File: src/fas_config.svh
////////////////////////////////////////////////////////////
// Build-time sizes for the filter and analysis front end
// FAS_FRAME must be a power of two, at most 16 (bin_t width)
////////////////////////////////////////////////////////////
`ifndef FAS_CONFIG_SVH
`define FAS_CONFIG_SVH

// Number of FIR taps, coefficient table in fas_pkg must match
`define FAS_TAPS 32

// Filtered samples per analysis frame
`define FAS_FRAME 16

// Input and filtered sample width, two's complement
`define FAS_SAMPLE_W 16

// Coefficient width, two's complement fixed point
`define FAS_COEF_W 20

// Fractional bits of the coefficients (Q16)
`define FAS_FRAC 16

`endif

File: src/fas_pkg.sv
////////////////////////////////////////////////////////////
// Shared types and the low-pass coefficient set
// Table length must equal FAS_TAPS
////////////////////////////////////////////////////////////
`include "fas_config.svh"

package fas_pkg;

  localparam int ACC_W = `FAS_SAMPLE_W + `FAS_COEF_W + $clog2(`FAS_TAPS);

  typedef logic signed [`FAS_SAMPLE_W-1:0]   sample_t;  // Raw and filtered samples
  typedef logic signed [`FAS_COEF_W-1:0]     coef_t;    // Q16 coefficient
  typedef logic signed [ACC_W-1:0]           acc_t;     // Room for all tap products
  typedef logic [2*`FAS_SAMPLE_W-1:0]        power_t;   // Sample squared
  typedef logic [$clog2(`FAS_FRAME)-1:0]     bin_t;     // Index within a frame
  typedef sample_t [`FAS_FRAME-1:0]          frame_t;   // One whole frame

  // Symmetric 32-tap low-pass response, Q16
  localparam coef_t FIR_COEF [`FAS_TAPS] = '{
    20'hFFF9E, 20'hFFF86, 20'hFFFA7, 20'h0003B,
    20'h0014B, 20'h0024A, 20'h00222, 20'hFFFE4,
    20'hFFBC5, 20'hFF7CA, 20'hFF74E, 20'hFFD74,
    20'h00B1A, 20'h01DAC, 20'h02F9E, 20'h03AA9,
    20'h03AA9, 20'h02F9E, 20'h01DAC, 20'h00B1A,
    20'hFFD74, 20'hFF74E, 20'hFF7CA, 20'hFFBC5,
    20'hFFFE4, 20'h00222, 20'h0024A, 20'h0014B,
    20'h0003B, 20'hFFFA7, 20'hFFF86, 20'hFFF9E
  };

endpackage

File: src/frame_buffer.sv
////////////////////////////////////////////////////////////
// One write per cycle, all slots readable in parallel
////////////////////////////////////////////////////////////
`timescale 1ns/1ps
`include "fas_config.svh"

module frame_buffer (
  input  logic             clk,
  input  logic             rst,
  input  logic             wr_en,
  input  fas_pkg::bin_t    wr_slot,
  input  fas_pkg::sample_t wr_data,
  output fas_pkg::frame_t  frame
);

  always_ff @(posedge clk or posedge rst) begin
    if (rst) begin
      frame <= '0;
    end else if (wr_en) begin
      frame[wr_slot] <= wr_data;  // Other slots keep their sample
    end
  end

endmodule

File: config.mk
export PLATFORM = sky130hd
export DESIGN_NAME = frame_buffer
export DESIGN_NICKNAME = d
export VERILOG_FILES = /design/src/fas_pkg.sv /design/src/frame_buffer.sv
export VERILOG_INCLUDE_DIRS = /design/src /design/src/src
export SDC_FILE = /design/constraint.sdc
export NUM_CORES = 1
export LEC_CHECK = 0
export BUFFER_PORTS_ARGS = -buffer_cell sky130_fd_sc_hd__clkbuf_2
export CAP_MARGIN = 20
export CORE_MARGIN = 2
export CORE_UTILIZATION = 40
export CTS_BUF_LIST = sky130_fd_sc_hd__clkbuf_4 sky130_fd_sc_hd__clkbuf_8 sky130_fd_sc_hd__clkbuf_16
export DETAILED_ROUTE_END_ITERATION = 8
export PLACE_DENSITY_LB_ADDON = 0.2
export RECOVER_POWER = 100
export SLEW_MARGIN = 15
export SYNTH_ARGS = -nofsm -noshare
export SYNTH_HDL_FRONTEND = slang
export SYNTH_SLANG_ARGS = --single-unit
File: constraint.sdc
create_clock -name clk -period 17.12 [get_ports clk]
set_input_delay 2.568 -clock clk [delete_from_list [all_inputs] [get_ports clk]]
set_output_delay 2.568 -clock clk [all_outputs]
set_load 0.05 [all_outputs]
==> impl_metrics.py <==
metrics = {
    "synth": {
        "ys_seq_elements": 256,
        "synth-compound-area-share_pct": 0,
        "synth_top_family_by_area": "multiplexers",
        "muxShareOfSynthArea_pct": 30.3,
        "synth_fa_ha_area_share_pct": 0,
        "synth_fp_nets": 598,
        "avgSynthCellArea_um2": 16.8,
        "synth_area_leaders": "dfrtp_1 (66%), mux2_2 (27%), mux2_1 (1.9%)",
        "synthesis.instances": 575,
        "synth_seq_area_share_pct": 66.4,
        "synth-xor-area-share_pct": 0,
        "synth_cell_types": 17,
        "yosys.area_share.simple_pct": 1.48,
        "syn_area_um2": 9650,
        "synth_top_area_share_pct": 66.4,
        "synth_warnings": 0,
        "synth_top_area_cell": "dfrtp_1",
    },
    "clocking": {
        "clkTransAtPathRegs_ns": 0.06,
        "clkSinkCount": 256,
        "cts_setup_buffers": 0,
        "ctsResizeCount": 0,
        "cts_max_path_buffers": 3,
        "cts_tree": "built",
        "cts_max_level": 1,
        "ctsHoldBuffers": 0,
        "clk_latency_ns": 0.51,
        "cts_root_buf": "clkbuf_16",
        "numCtsBuffers": 27,
    },
    "worst_setup_path": {
        "required_ns": 16.87,
        "worst_r2r_path_depth": 1,
        "end_kind": "async pin",
        "worstReg2RegStart": "frame[129]$_DFFE_PP0P_",
        "worstSetupStartpointType": "input pin",
        "critPathKind": "input pin to async pin",
        "worstPathArrival_ns": 8.40,
        "endpoint": "frame[153]$_DFFE_PP0P_",
        "r2r_setup_slack_ns": 16.30,
        "cp_slowest_cell": "clkinvlp_2",
        "worstPathMaxFanout": 116,
        "crit_start": "rst",
        "max_stage_delay_ns": 2.84,
        "reg2reg_to": "frame[129]$_DFFE_PP0P_",
        "path_cells": "clkbuf_2 -> clkinvlp_2 -> clkbuf_1",
    },
    "job": {
        "maxCapViolCount": 10,
    },
    "outcome": {
        "outcome": "finished, violations left",
        "violations": "capacitance limit, slew limit",
    },
    "drt": {
        "drt_iter0_markers": 225,
        "drc": 0,
        "dr.pass1.iters": 4,
        "viasPerCell": 4.97,
        "vias": 5891,
        "ant_nets": 0,
        "wire_per_inst_um": 21.2,
        "routed_wl_um": 25100,
    },
    "sta": {
        "period_share_pct": 50.5,
        "worst_pin_slew_ns": 5.10,
        "max_freq_mhz": 116,
        "rsz0062_at_grt": "false",
        "maxSlewViolCount": 380,
        "layout_min_cycle_time_ns": 8.65,
        "hold_violations": 0,
        "slew_headroom_pct": -242,
        "fin_tns_setup_ns": 0,
        "skew_ns": 0,
        "whs_ns": 0.493,
        "setup_viol": 0,
    },
    "finish": {
        "area_growth_pct": 22.5,
        "drive_gt1_share_pct": 34.6,
        "final_cells": 1185,
        "largest_reg_flops": 256,
        "top_register": "frame",
        "layout_commonest_cell": "clkbuf_1",
        "diodes": 0,
        "nNetsFinal": 870,
        "final_cell_mix": "clkbuf_1 (260), dfrtp_1 (256), mux2_2 (230), clkbuf_16 (27), mux2_1 (26)",
        "reg_top3": "frame: 256 flops",
        "fillers": 2174,
        "finalInstanceArea_um2": 11800,
        "utilization_pct": 50.2,
    },
    "place": {
        "port_buffers": 278,
        "hpwl_um": 17500,
        "place.gp.congestion": 0.754,
        "dp.cells": 1136,
        "postPlaceCellArea_um2": 11300,
    },
    "min_path": {
        "hold_path_class": "register to register",
    },
    "floorplan": {
        "die_x_um": 159,
        "start_util_pct": 41.0,
        "die_area_um2": 25400,
        "fp-row-count": 56,
        "die_h_um": 159,
        "ios": 279,
        "core_um2": 23500,
    },
    "global_route": {
        "grt_usage_pct": 19.7,
        "grt_pass1_wl_um": 39500,
        "grt_max_degree": 117,
        "grt_pass1_vias": 6490,
        "grt_remaining_overflow": 0,
        "grt_antenna_before_repair": 0,
    },
    "power_and_ir_drop": {
        "vdd_ir_drop_max_v": 0.0000798,
        "powerDensity_nw_per_um2": 188,
        "leakage_nw": 5.13,
    },
}
==> how the worst min path moves through the flow <==
stage	startpoint	end	slack (ns)	cells past startpoint
2_1_floorplan	frame[16]$_DFFE_PP0P_	frame[16]$_DFFE_PP0P_	0.83	1
3_3_place_gp	frame[16]$_DFFE_PP0P_	frame[16]$_DFFE_PP0P_	0.47	1
3_5_place_dp	frame[20]$_DFFE_PP0P_	frame[20]$_DFFE_PP0P_	0.48	1
4_1_cts	frame[20]$_DFFE_PP0P_	frame[20]$_DFFE_PP0P_	0.50	1
5_1_grt	frame[196]$_DFFE_PP0P_	frame[196]$_DFFE_PP0P_	0.51	1
6_report	frame[199]$_DFFE_PP0P_	frame[199]$_DFFE_PP0P_	0.49	1
==> final cells by class <==
type	count	area [um^2]	share of cell area (%)
Multi-Input combinational cell	280	3010	25.4
Clock buffer	41	818	6.92
Inverter	1	5.00	0.0423
Clock inverter	7	110	0.931
Tap cell	319	399	3.38
Timing Repair Buffer	281	1080	9.14
Sequential cell	256	6410	54.2
==> synth_stat cells <==
library cell    n
dfrtp_1       256
mux2_2        230
buf_2          21
clkbuf_1       16
mux2_1         16
mux2_4         10
nor2_2          6
nand2b_1        5
nor2_1          4
nand2_1         2
nand3b_1        2
or3_1           2
buf_6           1
inv_1           1
nand3_1         1
nor2b_1         1
nor3b_2         1
==> per-stage QoR <==
step / total power, mW / worst slack [ns]
after floorplan: 1.47 / 7.51
after global placement: 1.67 / 12.75
after detailed placement: 1.69 / 12.69
after CTS: 2.29 / 13.24
after global routing: 2.32 / 6.98
final: 2.23 / 8.47
==> power by group <==
part | internal, mW | switching (mW)
Clock | 0.373 | 0.225
Combinational | 0.156 | 0.645
Sequential | 0.747 | 0.0813
==> critical path, delay by kind of cell <==
kind     cells  cell delay, ns
buf+inv      3            5.74
==> logic make-up after synthesis <==
group | Yosys count
simple gates | 24
mux | 256
flops | 256
buf+inv | 39
==> layer usage <==
| layer | global-route usage [%] | up-vias | wire length, um | part of all wire [%] |
|---|---|---|---|---|
| met2 | 32.6 | 208 | 12200 | 48 |
| met4 | 3.60 | 0 | 318 | 1.3 |
| met1 | 26.1 | 3102 | 10700 | 43 |
| met5 | 0 | - | 0 | 0 |
| met3 | 5.63 | 28 | 1920 | 7.6 |
| li1 | - | 2553 | - | - |
Power figures use the tool's default switching activity.
