$ cat src/fas_config.svh
////////////////////////////////////////////////////////////
// Build-time sizes for the filter and analysis front end
// FAS_FRAME must be a power of two, at most 16 (bin_t width)
////////////////////////////////////////////////////////////
`ifndef FAS_CONFIG_SVH
`define FAS_CONFIG_SVH

// Number of FIR taps, coefficient table in fas_pkg must match
`define FAS_TAPS 32

// Filtered samples per analysis frame
`define FAS_FRAME 16

// Input and filtered sample width, two's complement
`define FAS_SAMPLE_W 16

// Coefficient width, two's complement fixed point
`define FAS_COEF_W 20

// Fractional bits of the coefficients (Q16)
`define FAS_FRAC 16

`endif

$ cat src/fas_pkg.sv
////////////////////////////////////////////////////////////
// Shared types and the low-pass coefficient set
// Table length must equal FAS_TAPS
////////////////////////////////////////////////////////////
`include "fas_config.svh"

package fas_pkg;

  localparam int ACC_W = `FAS_SAMPLE_W + `FAS_COEF_W + $clog2(`FAS_TAPS);

  typedef logic signed [`FAS_SAMPLE_W-1:0]   sample_t;  // Raw and filtered samples
  typedef logic signed [`FAS_COEF_W-1:0]     coef_t;    // Q16 coefficient
  typedef logic signed [ACC_W-1:0]           acc_t;     // Room for all tap products
  typedef logic [2*`FAS_SAMPLE_W-1:0]        power_t;   // Sample squared
  typedef logic [$clog2(`FAS_FRAME)-1:0]     bin_t;     // Index within a frame
  typedef sample_t [`FAS_FRAME-1:0]          frame_t;   // One whole frame

  // Symmetric 32-tap low-pass response, Q16
  localparam coef_t FIR_COEF [`FAS_TAPS] = '{
    20'hFFF9E, 20'hFFF86, 20'hFFFA7, 20'h0003B,
    20'h0014B, 20'h0024A, 20'h00222, 20'hFFFE4,
    20'hFFBC5, 20'hFF7CA, 20'hFF74E, 20'hFFD74,
    20'h00B1A, 20'h01DAC, 20'h02F9E, 20'h03AA9,
    20'h03AA9, 20'h02F9E, 20'h01DAC, 20'h00B1A,
    20'hFFD74, 20'hFF74E, 20'hFF7CA, 20'hFFBC5,
    20'hFFFE4, 20'h00222, 20'h0024A, 20'h0014B,
    20'h0003B, 20'hFFFA7, 20'hFFF86, 20'hFFF9E
  };

endpackage

$ cat src/frame_sequencer.sv
////////////////////////////////////////////////////////////
// A cycle without fir_valid in COLLECT drops the partial frame
// frame_ready follows the last slot write by one cycle
////////////////////////////////////////////////////////////
`timescale 1ns/1ps
`include "fas_config.svh"

module frame_sequencer (
  input  logic          clk,
  input  logic          rst,
  input  logic          fir_valid,
  output logic          wr_en,
  output fas_pkg::bin_t wr_slot,
  output logic          frame_ready
);

  typedef enum logic {
    IDLE,
    COLLECT
  } state_t;

  state_t        state;
  logic          clear;
  logic          advance;
  fas_pkg::bin_t slot;
  logic          last;

  slot_counter #(
    .LENGTH (`FAS_FRAME)
  ) i_slot_counter (
    .clk     (clk),
    .rst     (rst),
    .clear   (clear),
    .advance (advance),
    .slot    (slot),
    .last    (last)
  );

  assign clear   = (state == COLLECT) && !fir_valid;  // Gap abandons the frame
  assign advance = fir_valid;
  assign wr_en   = fir_valid;
  assign wr_slot = slot;

  always_ff @(posedge clk or posedge rst) begin
    if (rst) begin
      state       <= IDLE;
      frame_ready <= 1'b0;
    end else begin
      case (state)
        IDLE:    if (fir_valid) state <= COLLECT;
        COLLECT: if (!fir_valid) state <= IDLE;
        default: state <= IDLE;
      endcase
      frame_ready <= fir_valid && last;  // Slot 15 written on this edge
    end
  end

  a_ready_single: assert property (
    @(posedge clk) disable iff (rst)
    frame_ready |=> !frame_ready
  );

endmodule

$ cat src/slot_counter.sv
////////////////////////////////////////////////////////////
// LENGTH must fit the bin_t range of the package
////////////////////////////////////////////////////////////
`timescale 1ns/1ps
`include "fas_config.svh"

module slot_counter #(
  parameter int LENGTH = `FAS_FRAME
) (
  input  logic          clk,
  input  logic          rst,
  input  logic          clear,
  input  logic          advance,
  output fas_pkg::bin_t slot,
  output logic          last
);

  assign last = (slot == fas_pkg::bin_t'(LENGTH - 1));

  always_ff @(posedge clk or posedge rst) begin
    if (rst) begin
      slot <= '0;
    end else if (clear) begin
      slot <= '0;  // Clear wins over advance
    end else if (advance) begin
      slot <= last ? '0 : slot + 1'b1;
    end
  end

  a_slot_in_range: assert property (
    @(posedge clk) disable iff (rst)
    int'(slot) < LENGTH
  );

endmodule

$ cat config.mk
export PLATFORM = sky130hd
export DESIGN_NAME = frame_sequencer
export DESIGN_NICKNAME = d
export VERILOG_FILES = /design/src/fas_pkg.sv /design/src/frame_sequencer.sv /design/src/slot_counter.sv
export VERILOG_INCLUDE_DIRS = /design/src /design/src/src
export SDC_FILE = /design/constraint.sdc
export NUM_CORES = 1
export LEC_CHECK = 0
export ABC_CLOCK_PERIOD_IN_PS = 1950
export BUFFER_PORTS_ARGS = -buffer_cell sky130_fd_sc_hd__buf_2
export CAP_MARGIN = 20
export CORE_AREA = 4 4 41 43
export DETAILED_ROUTE_END_ITERATION = 10
export DIE_AREA = 0 0 45 47
export PLACE_DENSITY_LB_ADDON = 0.15
export SYNTH_ARGS = -nofsm -noshare
export SYNTH_HDL_FRONTEND = slang
export SYNTH_SLANG_ARGS = --single-unit
$ cat constraint.sdc
create_clock -name clk -period 1.95 [get_ports clk]
set_input_delay 0.39 -clock clk [delete_from_list [all_inputs] [get_ports clk]]
set_output_delay 0.39 -clock clk [all_outputs]
set_load 0.03 [all_outputs]
==> results.sh, run 1 <==
export IMPL_hpwlAfterDp_um=410
export IMPL_synth_edf_count=0
export IMPL_row_count=13
export IMPL_ys_async_sr_fraction_pct=100
export IMPL_syn_area_per_cell_um2=9.84
export IMPL_leakagePower_nw=0.176
export IMPL_arrival_ps=900
export IMPL_power_uw=336
export IMPL_grt_pass1_vias=210
export IMPL_globalRouteOverflowTotal=0
export IMPL_fin_crit_ps=1290
export IMPL_post_cts_setup_buffer_count=0
export IMPL_ys_types=15
export IMPL_rsz0062_at_grt="no"
export IMPL_worst_endpoint_required_ps=1560
export IMPL_vdd_drop_max_v=0.000413
export IMPL_io_pins=9
export IMPL_finalCritPeriodShare_pct=66.4
export IMPL_fp_coreArea_um2=1300
export IMPL_routedWlPerCell_um=9.89
export IMPL_ys_seq_area_share_pct=52.6
export IMPL_grt_max_degree=11
export IMPL_finalHoldViolCount=0
export IMPL_numCtsBuffers=3
export IMPL_path_clk_slew_ps=40
export IMPL_multi_input_area_um2=109
export IMPL_regArea_um2=150
export IMPL_die_h_um=47
export IMPL_clock_sinks=6
export IMPL_dpl_cell_count=50
export IMPL_drv_cap=0
export IMPL_track_usage_pct=7.72
export IMPL_min_path_type="input pin to async pin"
export IMPL_drt_iter0_drc=3
export IMPL_synth_common_cells="dfrtp_1, nand2_1"
export IMPL_critPathLaunchType="flip-flop"
export IMPL_h_tree_depth=1
export IMPL_powerDensity_nw_per_um2=967
export IMPL_grt_pass1_wl_um=1020
export IMPL_synth_fp_nets=33
export IMPL_drive_above_1_share_pct=31.6
export IMPL_ys_flop_type="dfrtp_1"
export IMPL_final_nets=44
export IMPL_drt_total_wl_um=524
export IMPL_clock_root_buffer="clkbuf_4"
export IMPL_yosys_area_top_type_share_pct=52.6
export IMPL_synth_area_um2=285
export IMPL_gp_congestion=0.819
export IMPL_slew_violations=0
export IMPL_crit_type="flip-flop to output pin"
export IMPL_outcome="completed"
export IMPL_synth_ff_latch_count=6
export IMPL_portBuffers=8
export IMPL_post_route_util_pct=26.7
export IMPL_cts_hold_fix_buffers=0
export IMPL_cp_max_fo=7
export IMPL_num_vias=230
export IMPL_final_antenna_net_count=0
export IMPL_yosysWarnings=0
export IMPL_yosys_area_top_type="dfrtp_1"
export IMPL_fillers=149
export IMPL_syn_inst=29
export IMPL_drt_vias_per_instance=4.34
export IMPL_postCtsResizedCells=0
export IMPL_finalSetupViolCount=0
export IMPL_max_freq_ghz=0.773
export IMPL_crit_buf_inv=1
export IMPL_fin_skew_ps=1.55
export IMPL_route_detailed_drc=0
export IMPL_final_cells=53
export IMPL_tns_ps=0
export IMPL_clock_latency_ps=240
export IMPL_firstDrtPassIters=2
export IMPL_cp_top_family="flip-flops"
export IMPL_antenna_found_initial=0
export IMPL_cp_slowest_stage_delay_ps=430
export IMPL_syn_to_final_growth_pct=21.9
export IMPL_cpMaxStageDelayCell="dfrtp_1"
export IMPL_synthTopCellsByArea="dfrtp_1, nand2_1, ha_1, buf_6, nor2_4"
export IMPL_relSlewSlack_pct=83.9
export IMPL_end_kind="output pin"
export IMPL_clockBufferDepth=2
export IMPL_start_util_pct=21.9
export IMPL_die_x_um=45
export IMPL_diodes=0
export IMPL_tightest_slew_ps=241
export IMPL_fp_dieArea_um2=2120
export IMPL_crit_chain="buf_2"
export IMPL_cts_tree="done"
## routing by layer
| layer | vias up | track usage, % | wire (um) |
|---|---|---|---|
| met3 | 2 | 6.90 | 71 |
| met1 | 102 | 8.60 | 241 |
| met4 | 0 | 5.26 | 10 |
| met2 | 10 | 9.32 | 202 |
| met5 | - | 0 | 0 |
| li1 | 116 | - | - |
## layout by cell type (no fill, tap or decap)
| cell type | synthesis | layout |
|---|---|---|
| nand3_1 | 2 | 2 |
| nor2b_1 | 1 | 1 |
| nor2_1 | 1 | 1 |
| o21ai_1 | 2 | 2 |
| dfrtp_1 | 6 | 6 |
| nor2_4 | 1 | 1 |
| nand4_1 | 1 | 1 |
| buf_2 | 0 | 8 |
| inv_1 | 2 | 2 |
| clkbuf_4 | 0 | 3 |
| nand2_1 | 6 | 6 |
| o21ai_0 | 2 | 2 |
| mux2i_1 | 1 | 1 |
| ha_1 | 1 | 1 |
| a31oi_1 | 1 | 1 |
## sequential cells by signal (all words and copies together) (netlist names)
name / count
i_slot_counter.slot: 4
frame_ready: 1
state: 1
## logic make-up after synthesis
group | synth area share (%)
fa+ha+maj | 4.39
buf+inv | 9.21
mux | 3.51
flops | 52.6
simple gates | 21.1
compound gates | 9.21
## final timing paths
check	slack, ps	endpoint	startpoint	cells past startpoint
hold reg to reg	510	i_slot_counter.slot[3]	i_slot_counter.slot[3]	1
max in group asynchronous	1700	i_slot_counter.slot[2]	rst	2
setup / recovery	660	wr_slot[2]	i_slot_counter.slot[2]	1
min in group clk	380	state	fir_valid	1
hold / removal	60	frame_ready	rst	2
setup reg to reg	860	i_slot_counter.slot[3]	i_slot_counter.slot[0]	4
## where the power goes
part	switching (mW)	total, mW	internal (mW)
sequential	0.0174	0.155	0.138
combinational	0.0475	0.0692	0.0218
clock	0.0428	0.112	0.0695
## final cells by class
| class | count | area share [%] |
|---|---|---|
| timing repair buffer | 8 | 11.5 |
| multi-input combinational | 19 | 31.3 |
| inverter | 2 | 2.16 |
| clock buffer | 3 | 6.47 |
| tap | 15 | 5.40 |
| sequential | 6 | 43.2 |
## stage by stage
step / instance area (um^2) / setup slack (ps) / hold slack, ps
floorplan: 285 / 712 / 181
global placement: 325 / 762 / 316
detailed placement: 325 / 746 / 323
CTS: 348 / 643 / 63.8
global route: 348 / 565 / 75.8
finish: 348 / 656 / 56.7
Note: power is estimated with default switching activity, not from simulation.
==> inputs of run 2 (changes only) <==
ABC_CLOCK_PERIOD_IN_PS = 1300   (was 1950)
clock period = 1.3 ns   (was 1.95 ns; I/O delays follow)
==> run 2 against run 1 <==
Effect of this change: setup slack got worse by 560 ps; clock skew rose by 5.0 ps; wire length rose by 14%; non-clock buffer count rose by 3; register-to-register slack got worse by 590 ps; final area rose by 7.2%; via count rose by 3.5%; largest power group unchanged.
==> results.sh, run 2 (synthesis gave the netlist of run 1 again) <==
export IMPL_outcome="completed"
export IMPL_top_regs="i_slot_counter.slot: 4 flops, frame_ready: 1 flops, state: 1 flops"
export IMPL_crit_start="i_slot_counter.slot[0]"
export IMPL_timing_rr_end="i_slot_counter.slot[0]"
export IMPL_critPathLaunchType="flip-flop"
export IMPL_hpwlAfterDp_um=456
export IMPL_route_detailed_drc=0
export IMPL_tns_ps=0
export IMPL_crit_chain="buf_4 > buf_2"
export IMPL_gp_congestion=0.706
export IMPL_antenna_found_initial=0
export IMPL_drt_total_wl_um=596
export IMPL_fp_dieArea_um2=2120
export IMPL_fillers=151
export IMPL_min_path_type="input pin to flip-flop"
export IMPL_final_nets=47
export IMPL_num_vias=238
export IMPL_rr_startpoint="i_slot_counter.slot[0]"
export IMPL_grt_pass1_vias=216
export IMPL_clock_latency_ps=240
export IMPL_finalCritPeriodShare_pct=92.6
export IMPL_worst_endpoint_required_ps=1040
export IMPL_syn_to_final_growth_pct=30.7
export IMPL_portBuffers=8
export IMPL_drv_cap=0
export IMPL_powerDensity_nw_per_um2=1410
export IMPL_row_count=13
export IMPL_numCtsBuffers=3
export IMPL_end_kind="output pin"
export IMPL_vdd_drop_max_v=0.000547
export IMPL_drive_above_1_share_pct=34.1
export IMPL_start_util_pct=21.9
export IMPL_grt_pass1_wl_um=993
export IMPL_diodes=0
export IMPL_tightest_slew_ps=234
export IMPL_path_clk_slew_ps=50
export IMPL_min_path_cells=1
export IMPL_fp_coreArea_um2=1300
export IMPL_clock_sinks=6
export IMPL_cts_tree="done"
export IMPL_postCtsResizedCells=0
export IMPL_slew_violations=0
export IMPL_whs_ps=251
export IMPL_cp_slowest_stage_delay_ps=380
export IMPL_fin_skew_ps=6.50
export IMPL_io_pins=9
export IMPL_pre_cts_ws_ps=284
export IMPL_post_cts_setup_buffer_count=0
export IMPL_cpMaxStageDelayCell="dfrtp_1"
export IMPL_die_h_um=47
export IMPL_h_tree_depth=1
export IMPL_crit_buf_inv=2
export IMPL_post_route_util_pct=28.7
export IMPL_drt_vias_per_instance=4.25
export IMPL_final_cell_mix="buf_2, nand2_1, dfrtp_1"
export IMPL_power_uw=524
export IMPL_postLayoutSetupSlackWorst_ps=96.4
export IMPL_drt_iter0_drc=12
export IMPL_finalSetupViolCount=0
export IMPL_cts_hold_fix_buffers=1
export IMPL_clockBufferDepth=2
export IMPL_firstDrtPassIters=4
export IMPL_die_x_um=45
export IMPL_max_freq_ghz=0.831
export IMPL_globalRouteOverflowTotal=0
export IMPL_crit_path_end="wr_slot[0]"
export IMPL_finalHoldViolCount=0
export IMPL_regMostFlops="i_slot_counter.slot"
export IMPL_track_usage_pct=7.15
export IMPL_arrival_ps=940
export IMPL_grt_max_degree=11
export IMPL_crit_type="flip-flop to output pin"
export IMPL_routedWlPerCell_um=10.6
export IMPL_cp_depth=2
export IMPL_r2r_slack_ps=270
export IMPL_rsz0062_at_grt="no"
export IMPL_largest_reg_flops=4
export IMPL_clock_root_buffer="clkbuf_4"
export IMPL_layout_commonest_cell="buf_2"
export IMPL_relSlewSlack_pct=84.4
export IMPL_regArea_um2=150
export IMPL_final_antenna_net_count=0
export IMPL_fin_crit_ps=1200
export IMPL_r2r_cells=4
export IMPL_leakagePower_nw=0.190
export IMPL_cp_top_family="flip-flops"
export IMPL_cp_max_fo=5
export IMPL_multi_input_area_um2=109
run 2: cell type report:
type | count | share of cell area, %
Clock buffer | 3 | 6.04
Inverter | 2 | 2.01
Multi-Input combinational cell | 19 | 29.2
Sequential cell | 6 | 40.3
Tap cell | 15 | 5.03
Timing Repair Buffer | 11 | 17.4
run 2: worst min path at each step:
stage | start | to | slack, ps
floorplan | rst | frame_ready | 50
global placement | rst | frame_ready | 190
detailed placement | rst | i_slot_counter.slot[0] | 200
CTS | fir_valid | state | 240
global route | fir_valid | state | 250
finish | fir_valid | state | 250
run 2: layer usage:
metal	vias to the layer above	wire length (um)	global-route usage (%)
li1	123	-	-
met1	108	280	8.55
met2	7	269	9.89
met3	0	45	3.45
met4	0	0	5.26
met5	-	0	0
run 2: per-stage QoR:
stage,cells,instance area [um^2]
2_1_floorplan,29,285
3_3_place_gp,52,340
3_5_place_dp,52,340
4_1_cts,56,373
5_1_grt,56,373
6_report,56,373
run 2: worst register-to-register path, cell delays in order, from the launching register on:
cell	delay, ps
dfrtp_1	380
ha_1	260
nand3_1	120
nand2_1	60
o21ai_0	140
run 2: report_power, final:
group | internal (mW) | leakage, nW | switching (mW)
clock | 0.104 | 0.0138 | 0.0641
combinational | 0.0482 | 0.0981 | 0.0849
sequential | 0.206 | 0.0781 | 0.0168
total | 0.359 | 0.190 | 0.166
